===== src/include/csr_defines.svh =====
`ifndef CSR_DEFINES_SVH
`define CSR_DEFINES_SVH

////////////////////
// Widths
////////////////////

`define XLEN        32
// ROB index width without the wrap bit.
`define ROB_WIDTH   6
`define CSR_NUM     23
`define EXC_WIDTH   5

////////////////////
// CSR addresses
////////////////////

`define CSRID_MISA      12'h301
`define CSRID_MVENDORID 12'hf11
`define CSRID_MARCHID   12'hf12
`define CSRID_MIMPID    12'hf13
`define CSRID_MHARTID   12'hf14
`define CSRID_MSTATUS   12'h300
`define CSRID_MTVEC     12'h305
`define CSRID_MEDELEG   12'h302
`define CSRID_MIDELEG   12'h303
`define CSRID_MIP       12'h344
`define CSRID_MIE       12'h304
`define CSRID_MSCRATCH  12'h340
`define CSRID_MEPC      12'h341
`define CSRID_MCAUSE    12'h342
`define CSRID_MTVAL     12'h343
`define CSRID_SSTATUS   12'h100
`define CSRID_STVEC     12'h105
`define CSRID_SIP       12'h144
`define CSRID_SIE       12'h104
`define CSRID_SEPC      12'h141
`define CSRID_SCAUSE    12'h142
`define CSRID_STVAL     12'h143
`define CSRID_SATP      12'h180

////////////////////
// WARL masks
////////////////////

// MXL field and the 26 extension letters.
`define ISA_MASK    32'hc3ff_ffff
// Only direct mode is legal, so the mode bits read as zero.
`define TVEC_MASK   32'hffff_fffc
// Software, timer and external bits for S and M.
`define IP_MASK     32'h0000_0aaa
`define CAUSE_MASK  32'h8000_001f
// mie, mpie and mpp.
`define STATUS_MASK 32'h0000_1888

// RV32 with the I, M and S letters.
`define MISA_INIT   32'h4004_1100

////////////////////
// Exception codes
////////////////////

`define EXC_II      5'd2
`define EXC_EC      5'd8
`define EXC_MRET    5'd24
`define EXC_NONE    5'd31

`endif

===== src/hdl/backend_pkg.sv =====
`include "csr_defines.svh"

package backend_pkg;

    // Bit 2 selects the immediate as the source operand.
    typedef enum logic [2:0] {
        CSRRW  = 3'b001,
        CSRRS  = 3'b010,
        CSRRC  = 3'b011,
        CSRRWI = 3'b101,
        CSRRSI = 3'b110,
        CSRRCI = 3'b111
    } csr_op_e;

    typedef struct packed {
        logic                  en;
        csr_op_e               csrop;
        logic [11:0]           csrid;
        logic [4:0]            imm;
        logic [`XLEN-1:0]      rdata;
        logic [`ROB_WIDTH:0]   rob_idx;
        logic [4:0]            rd;
        logic                  exc_valid;
        logic [`EXC_WIDTH-1:0] exccode;
    } csr_issue_t;

    typedef struct packed {
        logic                  en;
        logic [`ROB_WIDTH:0]   rob_idx;
        logic [4:0]            rd;
        logic [`XLEN-1:0]      res;
        logic [`EXC_WIDTH-1:0] exccode;
    } csr_wb_t;

    typedef struct packed {
        logic                  en;
        logic [`EXC_WIDTH-1:0] exccode;
        logic [`ROB_WIDTH:0]   rob_idx;
    } redirect_t;

endpackage


===== src/hdl/csr_types_pkg.sv =====
`include "csr_defines.svh"

package csr_types_pkg;

    // Machine status word; only the fields this core implements are named.
    typedef struct packed {
        logic [`XLEN-1:13] pad_hi;
        logic [1:0]        mpp;
        logic [10:8]       pad_mid;
        logic              mpie;
        logic [6:4]        pad_lo;
        logic              mie;
        logic [2:0]        pad_low;
    } status_t;

    typedef struct packed {
        logic [`XLEN-3:0] base;
        logic [1:0]       mode;
    } tvec_t;

    typedef struct packed {
        logic             intr;
        logic [`XLEN-2:0] code;
    } cause_t;

    // A CSR data word, seen either as raw bits or as status fields.
    typedef union packed {
        logic [`XLEN-1:0] raw;
        status_t          status;
    } csr_word_u;

endpackage


===== src/hdl/csr_unit.sv =====
`timescale 1ns/10ps
`include "csr_defines.svh"

module csr_unit
    import backend_pkg::*;
(
    input  logic             clk,
    input  logic             arst_n,
    input  csr_issue_t       issue,
    input  redirect_t        redirect,
    input  logic [`XLEN-1:0] exc_pc,
    output csr_wb_t          wb,
    output logic [`XLEN-1:0] target_pc
);

    logic [1:0]            mode;
    logic                  trap_take;
    logic                  ret_take;
    logic [`EXC_WIDTH-1:0] trap_code;
    logic [1:0]            mstatus_mpp;
    logic [`XLEN-3:0]      mtvec_base;
    logic [`XLEN-1:0]      mepc;

    csr_file u_csr_file (
        .clk         (clk),
        .arst_n      (arst_n),
        .issue       (issue),
        .redirect    (redirect),
        .exc_pc      (exc_pc),
        .mode        (mode),
        .trap_take   (trap_take),
        .ret_take    (ret_take),
        .trap_code   (trap_code),
        .wb          (wb),
        .mstatus_mpp (mstatus_mpp),
        .mtvec_base  (mtvec_base),
        .mepc        (mepc)
    );

    csr_trap_ctrl u_trap_ctrl (
        .clk         (clk),
        .arst_n      (arst_n),
        .redirect    (redirect),
        .mstatus_mpp (mstatus_mpp),
        .mtvec_base  (mtvec_base),
        .mepc        (mepc),
        .mode        (mode),
        .trap_take   (trap_take),
        .ret_take    (ret_take),
        .trap_code   (trap_code),
        .target_pc   (target_pc)
    );

endmodule


===== src/hdl/csr_file.sv =====
`timescale 1ns/10ps
`include "csr_defines.svh"

module csr_file
    import backend_pkg::*, csr_types_pkg::*;
(
    input  logic                  clk,
    input  logic                  arst_n,
    input  csr_issue_t            issue,
    input  redirect_t             redirect,
    input  logic [`XLEN-1:0]      exc_pc,
    input  logic [1:0]            mode,
    input  logic                  trap_take,
    input  logic                  ret_take,
    input  logic [`EXC_WIDTH-1:0] trap_code,
    output csr_wb_t               wb,
    output logic [1:0]            mstatus_mpp,
    output logic [`XLEN-3:0]      mtvec_base,
    output logic [`XLEN-1:0]      mepc
);

    localparam logic [`XLEN-1:0] FULL = '1;
    localparam logic [`XLEN-1:0] ZERO = '0;

    localparam int IDX_MISA    = 0;
    localparam int IDX_MSTATUS = 5;
    localparam int IDX_MTVEC   = 6;
    localparam int IDX_MEPC    = 12;
    localparam int IDX_MCAUSE  = 13;

    ////////////////////
    // CSR table
    ////////////////////

    localparam logic [11:0] CSR_ADDR [`CSR_NUM] = '{
        `CSRID_MISA,    `CSRID_MVENDORID, `CSRID_MARCHID,  `CSRID_MIMPID,
        `CSRID_MHARTID, `CSRID_MSTATUS,   `CSRID_MTVEC,    `CSRID_MEDELEG,
        `CSRID_MIDELEG, `CSRID_MIP,       `CSRID_MIE,      `CSRID_MSCRATCH,
        `CSRID_MEPC,    `CSRID_MCAUSE,    `CSRID_MTVAL,    `CSRID_SSTATUS,
        `CSRID_STVEC,   `CSRID_SIP,       `CSRID_SIE,      `CSRID_SEPC,
        `CSRID_SCAUSE,  `CSRID_STVAL,     `CSRID_SATP
    };

    localparam logic [`XLEN-1:0] READ_MASK [`CSR_NUM] = '{
        `ISA_MASK,  FULL,        FULL,        FULL,
        FULL,       FULL,        `TVEC_MASK,  FULL,
        FULL,       `IP_MASK,    `IP_MASK,    FULL,
        FULL,       `CAUSE_MASK, FULL,        FULL,
        `TVEC_MASK, `IP_MASK,    `IP_MASK,    FULL,
        `CAUSE_MASK, FULL,       FULL
    };

    // The id registers take a zero mask, which also marks them read-only.
    localparam logic [`XLEN-1:0] WRITE_MASK [`CSR_NUM] = '{
        FULL, ZERO,         ZERO, ZERO,
        ZERO, `STATUS_MASK, FULL, FULL,
        FULL, FULL,         FULL, FULL,
        FULL, FULL,         FULL, `STATUS_MASK,
        FULL, FULL,         FULL, FULL,
        FULL, FULL,         FULL
    };

    logic [`XLEN-1:0]    csr_q     [`CSR_NUM];
    logic [`XLEN-1:0]    read_tab  [`CSR_NUM];
    logic [`CSR_NUM-1:0] sel_eq;
    logic [`CSR_NUM-1:0] wen;
    logic [`XLEN-1:0]    old_val;
    logic [`XLEN-1:0]    src;
    logic [`XLEN-1:0]    wdata;
    logic                zero_src;
    logic                redirect_older;
    logic                wr_ok;
    csr_word_u           status_cur;
    csr_word_u           status_nxt;
    cause_t              cause_nxt;
    tvec_t               mtvec_w;

    genvar i;

    generate
        for (i = 0; i < `CSR_NUM; i++) begin : g_tab
            assign read_tab[i] = csr_q[i] & READ_MASK[i];
            assign wen[i]      = sel_eq[i] & wr_ok & (|WRITE_MASK[i]);
        end
    endgenerate

    csr_read_select #(
        .RADIX      (`CSR_NUM),
        .DATA_WIDTH (`XLEN)
    ) u_read_select (
        .origin (issue.csrid),
        .cmp    (CSR_ADDR),
        .data_i (read_tab),
        .eq     (sel_eq),
        .data_o (old_val)
    );

    ////////////////////
    // Write data
    ////////////////////

    assign src = issue.csrop[2] ? {{(`XLEN-5){1'b0}}, issue.imm} : issue.rdata;

    always_comb begin
        case (issue.csrop[1:0])
            2'b10:   wdata = old_val | src;
            2'b11:   wdata = old_val & ~src;
            default: wdata = src;
        endcase
    end

    rob_age_compare #(
        .WIDTH (`ROB_WIDTH)
    ) u_age (
        .a     (redirect.rob_idx),
        .b     (issue.rob_idx),
        .older (redirect_older)
    );

    // Set and clear with rs1 = x0 or a zero immediate are pure reads.
    assign zero_src = issue.csrop[1] & (issue.imm == 5'd0);

    assign wr_ok = issue.en & ~issue.exc_valid & (|issue.csrop[1:0]) & ~zero_src
                 & ~(redirect.en & redirect_older);

    ////////////////////
    // Trap and return
    ////////////////////

    always_comb begin
        status_cur.raw = csr_q[IDX_MSTATUS];
        status_nxt     = status_cur;
        if (trap_take) begin
            status_nxt.status.mpp  = mode;
            status_nxt.status.mpie = status_cur.status.mie;
            status_nxt.status.mie  = 1'b0;
        end else if (ret_take) begin
            status_nxt.status.mie  = status_cur.status.mpie;
            status_nxt.status.mpie = 1'b1;
        end
    end

    assign cause_nxt.intr = 1'b0;
    assign cause_nxt.code = {{(`XLEN-1-`EXC_WIDTH){1'b0}}, trap_code};

    // Trap updates come last so they win over a CSR write in the same cycle.
    always_ff @(posedge clk or negedge arst_n) begin
        if (!arst_n) begin
            for (int k = 0; k < `CSR_NUM; k++) begin
                csr_q[k] <= '0;
            end
            csr_q[IDX_MISA] <= `MISA_INIT;
        end else begin
            for (int k = 0; k < `CSR_NUM; k++) begin
                if (wen[k]) begin
                    csr_q[k] <= wdata & WRITE_MASK[k];
                end
            end
            if (trap_take | ret_take) begin
                csr_q[IDX_MSTATUS] <= status_nxt.raw;
            end
            if (trap_take) begin
                csr_q[IDX_MEPC]   <= exc_pc;
                csr_q[IDX_MCAUSE] <= cause_nxt;
            end
        end
    end

    assign mtvec_w     = tvec_t'(read_tab[IDX_MTVEC]);
    assign mtvec_base  = mtvec_w.base;
    assign mstatus_mpp = status_cur.status.mpp;
    assign mepc        = csr_q[IDX_MEPC];

    ////////////////////
    // Writeback
    ////////////////////

    assign wb.en      = issue.en;
    assign wb.rob_idx = issue.rob_idx;
    assign wb.rd      = issue.rd;
    assign wb.res     = old_val;
    assign wb.exccode = issue.exc_valid ? issue.exccode : `EXC_NONE;

endmodule


===== src/hdl/csr_trap_ctrl.sv =====
`timescale 1ns/10ps
`include "csr_defines.svh"

module csr_trap_ctrl
    import backend_pkg::*;
(
    input  logic                  clk,
    input  logic                  arst_n,
    input  redirect_t             redirect,
    input  logic [1:0]            mstatus_mpp,
    input  logic [`XLEN-3:0]      mtvec_base,
    input  logic [`XLEN-1:0]      mepc,
    output logic [1:0]            mode,
    output logic                  trap_take,
    output logic                  ret_take,
    output logic [`EXC_WIDTH-1:0] trap_code,
    output logic [`XLEN-1:0]      target_pc
);

    localparam logic [1:0] PRIV_M = 2'b11;

    logic is_mret;
    logic ret_priv_err;

    ////////////////////
    // Redirect decode
    ////////////////////

    assign is_mret      = redirect.exccode == `EXC_MRET;
    // MRET is only legal from machine mode.
    assign ret_priv_err = mode != PRIV_M;

    assign ret_take  = redirect.en & is_mret & ~ret_priv_err;
    assign trap_take = redirect.en & ~ret_take;

    // The ecall cause depends on the mode it was raised from.
    always_comb begin
        if (is_mret) begin
            trap_code = `EXC_II;
        end else if (redirect.exccode == `EXC_EC) begin
            trap_code = `EXC_EC + {{(`EXC_WIDTH-2){1'b0}}, mode};
        end else begin
            trap_code = redirect.exccode;
        end
    end

    assign target_pc = ret_take ? mepc : {mtvec_base, 2'b00};

    ////////////////////
    // Privilege mode
    ////////////////////

    always_ff @(posedge clk or negedge arst_n) begin
        if (!arst_n) begin
            mode <= PRIV_M;
        end else if (trap_take) begin
            mode <= PRIV_M;
        end else if (ret_take) begin
            mode <= mstatus_mpp;
        end
    end

endmodule


===== src/hdl/csr_read_select.sv =====
`timescale 1ns/10ps

module csr_read_select #(
    parameter int RADIX      = 4,
    parameter int DATA_WIDTH = 32
) (
    input  logic [11:0]           origin,
    input  logic [11:0]           cmp    [RADIX],
    input  logic [DATA_WIDTH-1:0] data_i [RADIX],
    output logic [RADIX-1:0]      eq,
    output logic [DATA_WIDTH-1:0] data_o
);

    genvar i;

    generate
        for (i = 0; i < RADIX; i++) begin : g_cmp
            assign eq[i] = origin == cmp[i];
        end
    endgenerate

    // Addresses are unique, so at most one entry survives the mask.
    // No match leaves the result at zero.
    always_comb begin
        data_o = '0;
        for (int k = 0; k < RADIX; k++) begin
            data_o = data_o | (data_i[k] & {DATA_WIDTH{eq[k]}});
        end
    end

endmodule


===== src/hdl/rob_age_compare.sv =====
`timescale 1ns/10ps

module rob_age_compare #(
    parameter int WIDTH = 6
) (
    input  logic [WIDTH:0] a,
    input  logic [WIDTH:0] b,
    output logic           older
);

    logic low_less;
    logic wrap_diff;

    assign low_less  = a[WIDTH-1:0] < b[WIDTH-1:0];
    assign wrap_diff = a[WIDTH] ^ b[WIDTH];

    // Once b has wrapped past a, the order of the low bits flips.
    assign older = low_less ^ wrap_diff;

endmodule


===== config.mk =====
export PLATFORM = sky130hd
export DESIGN_NAME = csr_unit
export DESIGN_NICKNAME = d
export VERILOG_FILES = /design/src/hdl/backend_pkg.sv /design/src/hdl/csr_types_pkg.sv /design/src/hdl/csr_unit.sv /design/src/hdl/csr_file.sv /design/src/hdl/csr_trap_ctrl.sv /design/src/hdl/csr_read_select.sv /design/src/hdl/rob_age_compare.sv
export VERILOG_INCLUDE_DIRS = /design/src /design/src/include
export SDC_FILE = /design/constraint.sdc
export NUM_CORES = 1
export LEC_CHECK = 0
export BUFFER_PORTS_ARGS = -buffer_cell sky130_fd_sc_hd__buf_2
export CAP_MARGIN = 20
export CORE_MARGIN = 2
export CORE_UTILIZATION = 40
export CTS_BUF_LIST = sky130_fd_sc_hd__clkbuf_8 sky130_fd_sc_hd__clkbuf_16
export CTS_CLUSTER_DIAMETER = 150
export DETAILED_ROUTE_END_ITERATION = 7
export GPL_TIMING_DRIVEN = 1
export PLACE_DENSITY_LB_ADDON = 0.3
export SYNTH_ARGS = -nofsm -noshare
export SYNTH_HDL_FRONTEND = slang
export SYNTH_SLANG_ARGS = --single-unit

===== constraint.sdc =====
create_clock -name clk -period 2.25 [get_ports clk]
set_clock_uncertainty 0.1 [all_clocks]
set_input_delay 0.1125 -clock clk [delete_from_list [all_inputs] [get_ports clk]]
set_output_delay 0.1125 -clock clk [all_outputs]
set_load 0.005 [all_outputs]

==> flow_metrics.py <==
metrics = {
    "route": {
        "drt-total-wl_um": 80230,
        "postRouteAntennaNets": 0,
        "vias_per_cell": 5.889,
        "routedWlPerCell_um": 25.06,
        "drt_iter0_drc": 2017,
        "via_count": 18855,
        "drc": 0,
        "first_pass_iters": 6,
    },
    "timing": {
        "drv_slew": 0,
        "setup_viol": 45,
        "slew_headroom_pct": 56.51,
        "period_needed_ps": 2543,
        "worstMarginPinSlew_ps": 652.4,
        "setup_ws_ps": -292.5,
        "finalHoldViolations": 0,
        "max_freq_ghz": 0.3933,
        "grt_setup_unrepaired": "true",
        "fin_crit_sh_pct": 113.0,
    },
    "clock_network": {
        "cts_tree": "done",
        "clk_pin_slew_ps": 60,
        "clock_sinks": 390,
        "clock_latency_ps": 590,
        "cts_inserted_buffers": 44,
        "htree_levels": 2,
        "cts_buffer_depth": 3,
        "cts-root-buf": "clkbuf_16",
    },
    "power_and_ir_drop": {
        "total_power_mw": 15.97,
        "pwr_density_cell_mw_per_mm2": 596.1,
        "ir_worst_vdd_mv": 0.5241,
        "leakagePower_nw": 12.29,
    },
    "die": {
        "start_util_pct": 40.42,
        "io_pins": 200,
        "rows": 80,
        "fp.dieW_um": 223.4,
        "design.die.area_sq_mm": 0.04992,
        "coreArea_sq_mm": 0.04765,
        "die_h_um": 223.4,
    },
    "synth": {
        "synth.area.mux_share_pct": 5.763,
        "synth_compound_area_share_pct": 20.87,
        "synth_top_family_by_area": "compound AO/OA/AOI/OAI gates",
        "synth_top_area_share_pct": 49.90,
        "synth_area_sq_mm": 0.01926,
        "postSynth.asyncResetShare_pct": 100.0,
        "syn_avg_cell_area_sq_um": 9.259,
        "ys_top_cells_by_count": "nand2_1 (450), dfrtp_1 (384), o21ai_0 (265), o21ai_1 (114), clkbuf_1 (107)",
        "yosysSeqAreaShare_pct": 50.71,
        "ys_ff_latch": 390,
        "yosys.area_share.adder_pct": 0.3248,
        "synth_most_common_cell": "nand2_1",
        "synth_top_cell_by_area": "dfrtp_1",
        "syn_nets": 2203,
        "synthTopCellsByArea": "dfrtp_1 (50%), nand2_1 (8.8%), o21ai_0 (6.9%)",
        "synthCells": 2080,
        "yosys.area_share.simple_pct": 16.85,
        "synth_xor_area_share_pct": 0.04548,
        "yosysWarnings": 0,
        "ys.flop_type": "dfrtp_1",
        "synth-edff-count": 0,
        "synthDistinctLibCells": 84,
    },
    "global_routing": {
        "grt_max_degree": 69,
        "grt-ovfl-total": 0,
        "grtUsageTotal_pct": 31.69,
        "grt_first_pass_wirelength_um": 117700,
        "grt_pass1_vias": 18232,
        "antenna_found_initial": 1,
    },
    "final_layout": {
        "num_antenna_cells": 0,
        "syn2layout_area_growth_pct": 39.08,
        "fin_nets": 2679,
        "n_fill_cell": 4155,
        "drive_gt1_share_pct": 34.09,
    },
    "min_path": {
        "min-delay-path-class": "in2reg",
        "hold_path.startpoint": "issue[30]",
        "hold_depth": 4,
        "worstHoldEndpoint": "u_csr_file.mepc[12]$_DFFE_PN0P_",
    },
    "worst_setup_path": {
        "crit_fanout": 2,
        "cp-end-kind": "output pin",
        "path_cells": "a22o_1 > a222oi_1 > nor2_1 > a2111oi_4 > buf_4 > inv_2 > buf_2",
        "regToRegStartpoint": "u_csr_file.csr_q[728]$_DFFE_PN0P_",
        "reg2reg_depth": 10,
        "cp-start-kind": "flop",
        "worst_ep_arrival_time_ps": 2330,
        "r2r_end": "u_csr_file.mepc[24]$_DFFE_PN0P_",
        "crit_slowest_cell": "dfrtp_1",
        "required_ps": 2040,
        "cp_slowest_stage_delay_ps": 430,
        "r2r_setup_slack_ps": -10,
        "path_class": "reg2out",
    },
    "place": {
        "place_worst_setup_slack_ps": -905.2,
        "gp_congestion": 0.9586,
        "port_buffers": 189,
        "dp_hpwl_um": 54700,
    },
    "flow_run": {
        "cap_viol_max_count": 0,
    },
    "outcome": {
        "violations": "setup timing",
        "outcome": "complete, but fails checks",
    },
}
report_power, final:
group          internal [mW]  total, mW  switching (mW)
Combinational          0.649       1.59           0.942
Sequential              7.09       7.16          0.0751
Clock                   4.14       7.21            3.07
Total                   11.9       16.0            4.08
per-stage QoR:
stage | std cells | setup TNS, ps | utilization, % | cell area [sq um] | hold slack [ps]
floorplan | 2080 | 0 | - | 19270 | -283.1
global placement | 3033 | -202140 | 49.10 | 23390 | 45.64
detailed placement | 3033 | -217530 | 49.10 | 23390 | 52.09
CTS | 3187 | -5943 | 55.06 | 26230 | 0.1642
global route | 3202 | -8350 | 56.22 | 26780 | 31.03
finish | 3202 | -4796 | 56.22 | 26780 | 9.497
critical path, delay by kind of cell (launching register included):
family | cells | cell delay, ps
and+or+nand+nor | 1 | 150
AOI/OAI and AO/OA | 3 | 820
buffers and inverters | 3 | 330
DFF | 1 | 430
logic make-up (layout without fill, tap and decap cells):
group | Yosys count | count (layout)
flip-flops | 390 | 390
AO/OA/AOI/OAI | 655 | 656
buffers and inverters | 222 | 727
multiplexers | 105 | 105
AND/OR/NAND/NOR | 702 | 703
adder cells (fa/ha/maj) | 5 | 5
XOR/XNOR | 1 | 1
state kept, by name, summed over array words and instances, names as in the netlist:
name / count
u_csr_file.mepc: 32
u_csr_file.csr_q: 322
u_csr_file.mtvec_base: 30
u_trap_ctrl.mode: 2
u_csr_file.status_cur: 4
layout make-up:
type | count | area (sq um) | area share, %
Multi-Input combinational cell | 1470 | 9375 | 35.00
Inverter | 29 | 108.9 | 0.4064
Timing Repair Buffer | 621 | 5324 | 19.88
Sequential cell | 390 | 9769 | 36.47
Tap cell | 615 | 769.5 | 2.873
Clock inverter | 19 | 143.9 | 0.5372
Clock buffer | 58 | 1294 | 4.830
layer usage:
layer	GRT usage, %	part of all wire, %	routed length, um	vias up
met5	0	0.016	13	-
li1	-	-	-	8371
met3	5.044	7.7	6212	181
met1	42.95	41	33210	9437
met2	50.64	47	37510	864
met4	13.40	4.1	3290	2
timing repair:
action | 4_1_cts | 5_1_grt
endpoints found under the hold margin | 424 | 0
cloned | 6 | 3
buffers inserted | 46 | 16
hold buffers | 46 | 0
gates resized for setup | 139 | 119
pin swaps | 67 | 57
endpoints found under the setup margin | 223 | 170
cells in the final DEF, fill, tap and decap left out, types with 33 or more instances in the layout:
cell,synthesis,layout
a22oi_1,54,36
mux2_2,47,33
dfrtp_1,384,382
o21ai_1,114,113
o211ai_1,40,40
o21ai_0,265,245
nor2_1,59,54
mux2i_1,58,57
inv_1,29,33
nand2_1,450,436
dlygate4sd3_1,0,46
nand3_1,63,58
buf_2,42,168
buf_4,35,306
buf_12,0,63
buf_6,4,35
clkbuf_16,0,44
worst max-delay path by stage:
stage,cells after the start,end,slack (ps),startpoint
6_report,7,wb[27],-290,u_csr_file.mtvec_base[20]$_DFFE_PN0P_
5_1_grt,7,wb[27],-340,u_csr_file.mtvec_base[20]$_DFFE_PN0P_
3_3_place_gp,12,u_csr_file.mepc[15]$_DFFE_PN0P_,-860,issue[55]
4_1_cts,7,wb[27],-280,u_csr_file.mtvec_base[20]$_DFFE_PN0P_
3_5_place_dp,12,u_csr_file.mepc[15]$_DFFE_PN0P_,-910,issue[55]
2_1_floorplan,10,u_csr_file.mepc[22]$_DFFE_PN0P_,9,issue[57]
(Power assumes the default switching activity.)
